==> src/hw/rs_enc_pkg.sv <==
// Reed-Solomon encoder package with GF(2^8) symbol type, state encoding and field arithmetic
package rs_enc_pkg;

	// --------------------
	// Field definition
	// --------------------

	localparam int SYM_W = 8;

	typedef logic [SYM_W-1:0] sym_t;

	// Primitive polynomial x^8 + x^4 + x^3 + x^2 + 1, alpha = 2
	localparam logic [SYM_W:0] FIELD_POLY = 9'h11D;

	typedef enum logic [1:0] {
		ST_IDLE   = 2'd0,
		ST_MSG    = 2'd1,
		ST_PARITY = 2'd2
	} enc_state_t;

	// --------------------
	// Field arithmetic
	// --------------------

	// Shift-and-add product, reduced modulo the field polynomial on every step
	function automatic sym_t gf_mul(input sym_t a, input sym_t b);
		sym_t prod;
		sym_t m;
		prod = '0;
		m = a;
		for (int i = 0; i < SYM_W; i++)
		begin
			if (b[i])
				prod = prod ^ m;
			if (m[SYM_W-1])
				m = {m[SYM_W-2:0], 1'b0} ^ FIELD_POLY[SYM_W-1:0];
			else
				m = {m[SYM_W-2:0], 1'b0};
		end
		return prod;
	endfunction

	// Coefficient j of g(x) = (x + a^0)(x + a^1)...(x + a^(npar-1))
	// The leading coefficient is 1 and is never requested
	function automatic sym_t gen_coef(input int npar, input int j);
		sym_t g [0:255];
		sym_t root;
		for (int k = 0; k < 256; k++)
			g[k] = '0;
		g[0] = sym_t'(1);
		root = sym_t'(1);
		for (int i = 0; i < npar; i++)
		begin
			// Multiply the running product by (x + root), top term first
			for (int k = i + 1; k > 0; k--)
				g[k] = g[k-1] ^ gf_mul(g[k], root);
			g[0] = gf_mul(g[0], root);
			root = gf_mul(root, sym_t'(2));
		end
		return g[j];
	endfunction

endpackage

==> src/hw/rs_enc_ctrl.sv <==
// Block controller that counts message symbols and sequences the parity phase
`timescale 1ns/100ps

module rs_enc_ctrl #(
	parameter int NPAR    = 16,
	parameter int MSG_LEN = 239
) (
	input  logic                   clk,
	input  logic                   clrn,
	input  logic                   in_valid,
	output logic                   absorb,
	output logic                   shift,
	output logic                   tag_first,
	output logic                   tag_last,
	output logic                   drop,
	output rs_enc_pkg::enc_state_t state
);

	// One counter serves both phases, so it is sized for the whole codeword
	localparam int CNT_W = $clog2(MSG_LEN + NPAR + 1);

	localparam logic [CNT_W-1:0] MSG_END = CNT_W'(MSG_LEN - 1);
	localparam logic [CNT_W-1:0] PAR_END = CNT_W'(NPAR - 1);

	logic [CNT_W-1:0] count;

	// --------------------
	// Phase decode
	// --------------------

	// Strobes are taken in idle or message state, never while parity goes out
	assign absorb = in_valid &&
		(state == rs_enc_pkg::ST_IDLE || state == rs_enc_pkg::ST_MSG);
	assign shift = (state == rs_enc_pkg::ST_PARITY);

	// Count is zero in idle, so the first absorb of a block is seen here
	assign tag_first = absorb && (count == '0);
	assign tag_last  = shift && (count == PAR_END);

	// --------------------
	// State and counter
	// --------------------

	always_ff @(posedge clk or negedge clrn)
	begin
		if (!clrn)
		begin
			state <= rs_enc_pkg::ST_IDLE;
			count <= '0;
			drop  <= 1'b0;
		end
		else
		begin
			drop <= in_valid && (state == rs_enc_pkg::ST_PARITY);
			case (state)
				rs_enc_pkg::ST_IDLE, rs_enc_pkg::ST_MSG:
				begin
					if (absorb)
					begin
						// With MSG_LEN of 1 the idle state jumps straight to parity
						if (count == MSG_END)
						begin
							state <= rs_enc_pkg::ST_PARITY;
							count <= '0;
						end
						else
						begin
							state <= rs_enc_pkg::ST_MSG;
							count <= count + 1'b1;
						end
					end
				end
				rs_enc_pkg::ST_PARITY:
				begin
					if (count == PAR_END)
					begin
						state <= rs_enc_pkg::ST_IDLE;
						count <= '0;
					end
					else
						count <= count + 1'b1;
				end
				default:
				begin
					state <= rs_enc_pkg::ST_IDLE;
					count <= '0;
				end
			endcase
		end
	end

endmodule

==> src/hw/rs_parity_lfsr.sv <==
// Parity LFSR that divides the message by the generator polynomial and shifts out the remainder
`timescale 1ns/100ps

module rs_parity_lfsr #(
	parameter int NPAR = 16
) (
	input  logic             clk,
	input  logic             clrn,
	input  logic             absorb,
	input  logic             shift,
	input  rs_enc_pkg::sym_t in_sym,
	output rs_enc_pkg::sym_t parity_sym
);

	rs_enc_pkg::sym_t par_q [NPAR];
	rs_enc_pkg::sym_t scaled [NPAR];
	rs_enc_pkg::sym_t feedback;

	// Zero feedback during shift-out turns the divider into a plain shift register
	assign feedback = absorb ? (in_sym ^ par_q[NPAR-1]) : '0;

	// --------------------
	// Constant multipliers
	// --------------------

	for (genvar j = 0; j < NPAR; j++)
	begin : g_tap
		localparam rs_enc_pkg::sym_t COEF = rs_enc_pkg::gen_coef(NPAR, j);

		assign scaled[j] = rs_enc_pkg::gf_mul(COEF, feedback);
	end

	// --------------------
	// Remainder registers
	// --------------------

	always_ff @(posedge clk or negedge clrn)
	begin
		if (!clrn)
		begin
			for (int j = 0; j < NPAR; j++)
				par_q[j] <= '0;
		end
		else if (absorb || shift)
		begin
			par_q[0] <= scaled[0];
			for (int j = 1; j < NPAR; j++)
				par_q[j] <= par_q[j-1] ^ scaled[j];
		end
	end

	// Highest-degree remainder term leaves first
	assign parity_sym = par_q[NPAR-1];

endmodule

==> src/hw/rs_out_stage.sv <==
// Output register that selects message or parity symbol and carries the block markers
`timescale 1ns/100ps

module rs_out_stage (
	input  logic             clk,
	input  logic             clrn,
	input  logic             absorb,
	input  logic             shift,
	input  logic             tag_first,
	input  logic             tag_last,
	input  rs_enc_pkg::sym_t in_sym,
	input  rs_enc_pkg::sym_t parity_sym,
	output logic             out_valid,
	output rs_enc_pkg::sym_t out_sym,
	output logic             out_first,
	output logic             out_last
);

	// Flags follow the controller every cycle
	always_ff @(posedge clk or negedge clrn)
	begin
		if (!clrn)
		begin
			out_valid <= 1'b0;
			out_first <= 1'b0;
			out_last  <= 1'b0;
		end
		else
		begin
			out_valid <= absorb || shift;
			out_first <= tag_first;
			out_last  <= tag_last;
		end
	end

	// Symbol register only loads when something is sent
	always_ff @(posedge clk)
	begin
		if (absorb)
			out_sym <= in_sym;
		else if (shift)
			out_sym <= parity_sym;
	end

endmodule

==> src/hw/rs_enc_top.sv <==
// Reed-Solomon encoder top level joining the block controller, parity LFSR and output stage
`timescale 1ns/100ps

module rs_enc_top #(
	parameter int NPAR    = 16,
	parameter int MSG_LEN = 239
) (
	input  logic             clk,
	input  logic             clrn,
	input  logic             in_valid,
	input  rs_enc_pkg::sym_t in_sym,
	output logic             out_valid,
	output rs_enc_pkg::sym_t out_sym,
	output logic             out_first,
	output logic             out_last,
	output logic             drop
);

	// MSG_LEN + NPAR must not exceed 255 symbols per codeword

	logic                   absorb;
	logic                   shift;
	logic                   tag_first;
	logic                   tag_last;
	rs_enc_pkg::sym_t       parity_sym;
	rs_enc_pkg::enc_state_t state;

	rs_enc_ctrl #(
		.NPAR    (NPAR),
		.MSG_LEN (MSG_LEN)
	) u_ctrl (
		.clk       (clk),
		.clrn      (clrn),
		.in_valid  (in_valid),
		.absorb    (absorb),
		.shift     (shift),
		.tag_first (tag_first),
		.tag_last  (tag_last),
		.drop      (drop),
		.state     (state)
	);

	rs_parity_lfsr #(
		.NPAR (NPAR)
	) u_lfsr (
		.clk        (clk),
		.clrn       (clrn),
		.absorb     (absorb),
		.shift      (shift),
		.in_sym     (in_sym),
		.parity_sym (parity_sym)
	);

	rs_out_stage u_out (
		.clk        (clk),
		.clrn       (clrn),
		.absorb     (absorb),
		.shift      (shift),
		.tag_first  (tag_first),
		.tag_last   (tag_last),
		.in_sym     (in_sym),
		.parity_sym (parity_sym),
		.out_valid  (out_valid),
		.out_sym    (out_sym),
		.out_first  (out_first),
		.out_last   (out_last)
	);

endmodule

==> config.mk <==
export PLATFORM = sky130hd
export DESIGN_NAME = rs_enc_top
export DESIGN_NICKNAME = d
export VERILOG_FILES = /design/src/hw/rs_enc_pkg.sv /design/src/hw/rs_enc_ctrl.sv /design/src/hw/rs_parity_lfsr.sv /design/src/hw/rs_out_stage.sv /design/src/hw/rs_enc_top.sv
export SDC_FILE = /design/constraint.sdc
export NUM_CORES = 1
export LEC_CHECK = 0
export ABC_CLOCK_PERIOD_IN_PS = 2380
export BUFFER_PORTS_ARGS = -buffer_cell sky130_fd_sc_hd__clkbuf_2
export CAP_MARGIN = 0
export CORE_ASPECT_RATIO = 0.75
export CORE_MARGIN = 1.5
export CORE_UTILIZATION = 50
export DETAILED_ROUTE_END_ITERATION = 12
export PLACE_DENSITY_LB_ADDON = 0.3
export SLEW_MARGIN = 20
export SYNTH_ARGS = -nofsm -noshare
export SYNTH_HDL_FRONTEND = slang
export SYNTH_SLANG_ARGS = --single-unit
==> constraint.sdc <==
create_clock -name clk -period 2.38 [get_ports clk]
set_input_delay 0.119 -clock clk [delete_from_list [all_inputs] [get_ports clk]]
set_output_delay 0.119 -clock clk [all_outputs]
set_load 0.01 [all_outputs]
; ---- Yosys cells after proc, flatten, opt, wreduce, memory -nomap -nowiden
; Cells that the tools add are included.
[word_totals]
ff_bits = 150
latchBits = 0
mem_bits_rw = 0
mem_bits_ro = 0
inputBits = 11
output_inout_bits = 12
n_memories = 0
[op_classes]
add_sub_neg = 1
multipliers = 0
div = 0
magnitude_cmp = 0
n_eq_ne = 6
shift = 0
muxes = 131
n_bitwise = 121
reduce_logical = 11
[ops]
columns = operator, n
row1 = 2-to-1 mux 8 bit, 63
row2 = 2-to-1 mux 7 bit, 30
row3 = inverter 5 bit, 27
row4 = bitwise XOR 8 bit, 16
row5 = 2-to-1 mux 6 bit, 18
row6 = inverter 6 bit, 13
row7 = inverter 4 bit, 18
row8 = inverter 3 bit, 22
row9 = 2-to-1 mux 5 bit, 9
row10 = inverter 7 bit, 3
row11 = inverter 2 -> 3 bit, 6
row12 = 2-to-1 mux 4 bit, 4
row13 = case mux 8 bit (2 select lines), 1
row14 = inverter 3 -> 4 bit, 3
row15 = inverter 4 -> 5 bit, 2
row16 = "adder 8 x 1 -> 8 bit, second input constant", 1
row17 = "== test 8 x 4 -> 1 bit, second input constant", 1
row18 = "== test 8 bit, second input constant", 1
row19 = zero test 8 bit, 1
row20 = inverter 1 -> 2 bit, 4
row21 = inverter 8 bit, 1
row22 = 2-to-1 mux 2 bit, 3
row23 = 2-to-1 mux 3 bit, 2
row24 = logical AND 1 bit, 4
row25 = 12 further kinds, 17

; ---- Longest topological paths before layout
[depth]
depth_word = 20
mapped_depth = 8

; ---- Cells and area by module
; A second synthesis with hierarchy kept.
[hier_totals]
hier_cells = 831
area_unflattened_um2 = 8642.0
[modules_own_cells]
columns = module, n_inst, cells_per_inst, area_per_inst_um2, seq_area_each_um2
row1 = rs_parity_lfsr, 1, 730, 7478.4, 3203.1
row2 = rs_enc_ctrl, 1, 80, 710.7, 275.3
row3 = rs_out_stage, 1, 21, 452.9, 315.3

; ---- Worst setup path before layout
; Ideal clock, no wire load.
[synth_timing]
path_type = register to register
startpoint = register u_ctrl.state[1]
endpoint = register u_out.out_sym[0] (enable)
setup_time_ps = 376
arrival_time_ps = 1924
slack_ps = 80
stages_incl_launch_ff = 8
n_path_buf = 4
period_less_slack_ps = 2300
path_cell_list = dfrtp_1 -> nor2b_1 -> clkbuf_1 -> nor2_1 -> clkbuf_1 -> inv_2 -> clkbuf_1 -> buf_1
[synth_via]
elab_chain_cells = 4
[synth_lines]
columns = element, line_no
row1 = "start, declared", rs_enc_ctrl.sv:16  ; output rs_enc_pkg::enc_state_t state
row2 = "start signal, assigned", rs_enc_ctrl.sv:48  ; state <= rs_enc_pkg::ST_IDLE;
row3 = "start signal, assigned", rs_enc_ctrl.sv:63  ; state <= rs_enc_pkg::ST_PARITY;
row4 = "start signal, assigned", rs_enc_ctrl.sv:68  ; state <= rs_enc_pkg::ST_MSG;
row5 = == test 2 x 1 -> 1 bit / zero test 2 bit (equally long branches), rs_enc_ctrl.sv:33  ; (state == rs_enc_pkg::ST_IDLE || state == rs_enc_pkg::ST_MSG);
row6 = logical OR 1 bit, rs_enc_ctrl.sv:33
row7 = logical AND 1 bit, rs_enc_ctrl.sv:32  ; assign absorb = in_valid &&
row8 = nonzero test 2 bit (no source line) *, -
row9 = "end signal, assigned", rs_out_stage.sv:40  ; out_sym <= in_sym;
row10 = "end signal, assigned", rs_out_stage.sv:42  ; out_sym <= parity_sym;
row11 = "end, declared", rs_out_stage.sv:14  ; output rs_enc_pkg::sym_t out_sym,
; Mark *: on every way between the ends. The rest lies on a longest branch, timed or not.
; A chain may end at the register's enable or synchronous reset.

; ---- Worst setup path after layout
[layout_timing]
startpoint = register u_lfsr.par_q (netlist bit u_lfsr.parity_sym[3])
endpoint = register u_lfsr.par_q[96] (netlist name)
[layout_via]
elab_chain_cells = 10
[layout_lines]
columns = element, line_no
row1 = "start, declared", rs_parity_lfsr.sv:15  ; rs_enc_pkg::sym_t par_q [NPAR];
row2 = "start signal, assigned by index", rs_parity_lfsr.sv:48  ; par_q[j] <= par_q[j-1] ^ scaled[j];
row3 = bitwise XOR 8 bit *, rs_parity_lfsr.sv:20  ; assign feedback = absorb ? (in_sym ^ par_q[NPAR-1]) : '0;
row4 = 2-to-1 mux 8 bit *, rs_parity_lfsr.sv:20
row5 = 2-to-1 mux 6 bit *, rs_enc_pkg.sv:33  ; if (b[i])
row6 = 2-to-1 mux 7 bit *, rs_enc_pkg.sv:33
row7 = 2-to-1 mux 8 bit *, rs_enc_pkg.sv:33
row8 = inverter 4 bit (no source line), -
row9 = 2-to-1 mux 8 bit *, rs_enc_pkg.sv:33
row10 = inverter 5 bit (no source line), -
row11 = 2-to-1 mux 7 bit *, rs_enc_pkg.sv:33
row12 = bitwise XOR 8 bit *, rs_parity_lfsr.sv:48
; Marked as above.

==> summary.txt <==
Finish
  – Final nets: 912
  – Filler instances: 1352
  – Share of layout cells above drive strength 1: 0.168
  – Area growth syn-to-layout: 16.3%
  – Final Cell Area: 0.00977 mm²
  – Finished Layout Cells: 1121
  – Diode count: 0

Timing
  – Final worst-path cycle share: 0.965
  – Slew @ Worst Pin: 0.620 ns
  – Slew margin rel.: 0.587
  – Fin Clk Skew: 0.0103 ns
  – Fmax: 0.435 GHz
  – Final number of hold-violating endpoints: 0
  – Pins Over Slew Limit: 0
  – Setup Viol. Count Final: 0
  – Unrepaired setup endpoints after global routing: false
  – Fin crit period: 2.30 ns
  – Setup_tns: 0 ns

Synth
  – Adder-cell share of the synthesized area: 0.00447
  – Post-synth EDFFs: 8
  – Simple-gate area share of the yosys netlist: 0.130
  – Syn Nets: 852
  – Asr flop ratio synth: 0.947
  – Largest family of logic cells by synthesized area: XOR/XNOR gates
  – Top-area cell type share of the netlist area: 0.423
  – Compound-Gate Fraction of Synth Area: 0.116
  – Netlist cell types: 54
  – Syn Inst Count: 838
  – Dominant cell type by area after synthesis: dfrtp_1
  – Top area cells in the synthesized netlist: dfrtp_1 (42%), xnor2_1 (14%), nand2_1 (5.2%)
  – Mapped cell area: 0.00840 mm²
  – Mux contribution to synthesized area: 0.0174
  – Top_reg_cell synth: dfrtp_1
  – Seq/Total Area, Yosys: 0.451
  – Flops & latches, synth: 150
  – Mean Syn Cell Area: 10.0 µm²
  – Xor/xnor share of the synthesized area: 0.260
  – Yosys Warn Count: 0

Detailed routing
  – Initial DRC Count: 443
  – Vias: 6125
  – DRT Wirelength: 21200 µm
  – Via density: 5.46
  – DR DRC count: 0
  – Detailed-router iteration count before antenna repair: 5
  – Wire per inst: 18.9 µm
  – Post-route ant nets: 0

Placed design
  – Placer Congestion: 0.846
  – Placed cells: 1076
  – DP Wirelength: 14500 µm
  – Post-Place Cell Area: 0.00905 mm²
  – Buffers added on ports: 22

Setup path
  – CP required: 2.72 ns
  – Crit Path Class: reg -> reg
  – CP max FO: 10
  – R2R depth: 7
  – Family with the most delay on the worst path: XOR/XNOR gates
  – Slowest cell delay on critical path: 0.42 ns
  – Crit-path slowest cell: dfrtp_1
  – R2R Setup Slk: 0.08 ns
  – Crit path top cell by count: xor2_1
  – Crit start category: flip-flop
  – Crit path buffers/inverters: 1
  – WP depth: 7
  – CP cell instances: xor2_1, buf_6, xor2_2, xor2_1, nand2_1, xnor2_1, mux2i_1
  – WP data arrival: 2.64 ns
  – Worst Setup End Kind: flip-flop

Clock tree
  – Clk slew on worst S/H paths: 0.06 ns
  – Clock sink count: 150
  – CTS Buffer Depth: 2
  – H-tree depth: 4
  – Root Buffer: clkbuf_16
  – Clk_lat worst skew: 0.42 ns
  – CTS tree: yes
  – Num CTS Buffers: 17

Die
  – Initial Util: 0.518
  – Die Wd: 153 µm
  – Die area: 0.0176 mm²
  – Standard-cell rows: 40
  – Core box area: 0.0162 mm²
  – Die height: 115 µm
  – I/O pin count: 23

Worst hold path
  – Hold Path Depth: 3
  – Worst Hold Class: in -> reg

Power
  – Leakage power: 4.14 nW
  – Peak supply drop: 820 µV
  – P per Cell Area: 1910 mW/mm²

Global route
  – Largest net degree at the start of global routing: 98
  – First-pass GRT wire length: 33000 µm
  – GR Util All Layers: 0.250
  – GR Overflow Total: 0
  – Vias in the first global route: 5631
  – Initial antenna violation count: 0

Flow run
  – Max-cap check violation count: 0

Run status
  – Status: finished clean
==> cells in the mapped netlist (6+ instances only) <==
| cell | count |
|---|---|
| dfrtp_1 | 142 |
| xnor2_1 | 138 |
| nand2_1 | 116 |
| nor2_1 | 85 |
| o21ai_0 | 68 |
| xor2_1 | 46 |
| a21oi_1 | 43 |
| clkbuf_1 | 28 |
| o21ai_1 | 17 |
| a211oi_1 | 13 |
| nor3_1 | 9 |
| xnor2_4 | 9 |
| edfxtp_1 | 8 |
| mux2i_1 | 8 |
| a21o_1 | 7 |
| xor2_2 | 7 |
| a211o_1 | 6 |
| buf_2 | 6 |
| nand3_1 | 6 |
| xnor2_2 | 6 |
==> area by class of cell <==
type | count | area [µm²] | area share
Multi-Input combinational cell | 645 | 4460 | 0.456
Clock inverter | 13 | 149 | 0.0152
Inverter | 4 | 15.0 | 0.00154
Tap cell | 210 | 263 | 0.0269
Timing Repair Buffer | 80 | 658 | 0.0674
Sequential cell | 150 | 3790 | 0.388
Clock buffer | 19 | 433 | 0.0443
==> worst register-to-register path, cell delays in order, from the launching register on <==
cell and delay (ns):
dfrtp_1 0.42, xor2_1 0.27, buf_6 0.24, xor2_2 0.24, xor2_1 0.25, nand2_1 0.31
xnor2_1 0.29, mux2i_1 0.20
==> sequential cells by signal, summed over array words and instances, names as in the netlist <==
register,flops
u_out.out_valid,1
u_ctrl.state,2
u_out.out_sym,8
u_ctrl.drop,1
u_out.out_last,1
u_lfsr.par_q,120
u_ctrl.count,8
u_lfsr.parity_sym,8
u_out.out_first,1
==> path summary, 6_finish.rpt <==
kind	from	end
max	u_lfsr.parity_sym[3]	u_lfsr.par_q[96]
min	in_sym[2]	u_out.out_sym[2]
max reg2reg	u_lfsr.parity_sym[3]	u_lfsr.par_q[96]
min reg2reg	u_lfsr.par_q[12]	u_lfsr.parity_sym[4]
max in group asynchronous	clrn	u_lfsr.par_q[40]
min in group asynchronous	clrn	u_lfsr.par_q[31]
==> report_power, final <==
group	internal [mW]	switching (mW)	total (mW)	leakage, nW
Combinational	5.32	5.71	11.0	2.11
Sequential	3.83	1.06	4.89	1.77
Clock	1.56	1.14	2.70	0.263
==> routing by layer <==
metal	wire (µm)	vias up	part of all wire	GRT usage
li1	-	2910	-	-
met3	1650	26	0.078	0.0603
met1	10000	2994	0.47	0.370
met4	313	0	0.015	0.0654
met5	0	-	0	0
met2	9190	195	0.43	0.367
==> logic make-up (layout without fill, tap and decap cells) <==
| kind of cell | Yosys count | after routing |
|---|---|---|
| fa+ha+maj | 3 | 3 |
| xor+xnor | 211 | 211 |
| buf+inv | 43 | 116 |
| mux | 13 | 13 |
| compound gates | 171 | 171 |
| simple gates | 247 | 247 |
| flops | 150 | 150 |
==> metrics by stage <==
step	setup WS, ns	hold slack [ns]	util	total power [mW]
2_1_floorplan	0.0795	-0.177	-	12.6
3_5_place_dp	0.0495	0.150	0.558	15.4
3_3_place_gp	0.0391	0.148	0.558	15.3
6_report	0.0835	0.0152	0.603	18.6
4_1_cts	0.0193	0.00845	0.595	18.3
5_1_grt	0.00349	0.0167	0.603	19.7
==> placed cells by master (no fill, tap or decap), types with 3 or more instances in the layout <==
cell type / Yosys / final
ha_1: 3 / 3
nor2_2: 4 / 4
nand3_1: 6 / 6
nor3_1: 9 / 9
dfrtp_1: 142 / 142
nand2_1: 116 / 116
edfxtp_1: 8 / 8
o21ai_0: 68 / 68
nor2_8: 3 / 3
a211oi_1: 13 / 13
clkinvlp_4: 0 / 6
a211o_1: 6 / 6
xor2_1: 46 / 45
xor2_2: 7 / 8
buf_4: 2 / 48
xnor2_2: 6 / 6
o22ai_1: 5 / 5
o21ai_1: 17 / 17
clkbuf_2: 0 / 21
nor2_4: 4 / 5
nor2b_1: 4 / 3
inv_1: 3 / 3
and2_1: 5 / 5
mux2i_1: 8 / 8
a21oi_1: 43 / 43
buf_12: 0 / 8
xnor3_1: 3 / 3
nor2_1: 85 / 84
xnor2_1: 138 / 138
clkbuf_16: 0 / 17
xnor2_4: 9 / 9
inv_6: 0 / 4
nand2b_1: 4 / 3
a21o_1: 7 / 7
==> timing repair <==
item / in CTS / in global routing
gates resized for setup: 0 / 2
buffers inserted: 0 / 12
hold buffers: 1 / 0
endpoints found under the setup margin: 0 / 5
hold endpoints to repair: 57 / 0
(Power assumes the default switching activity.)
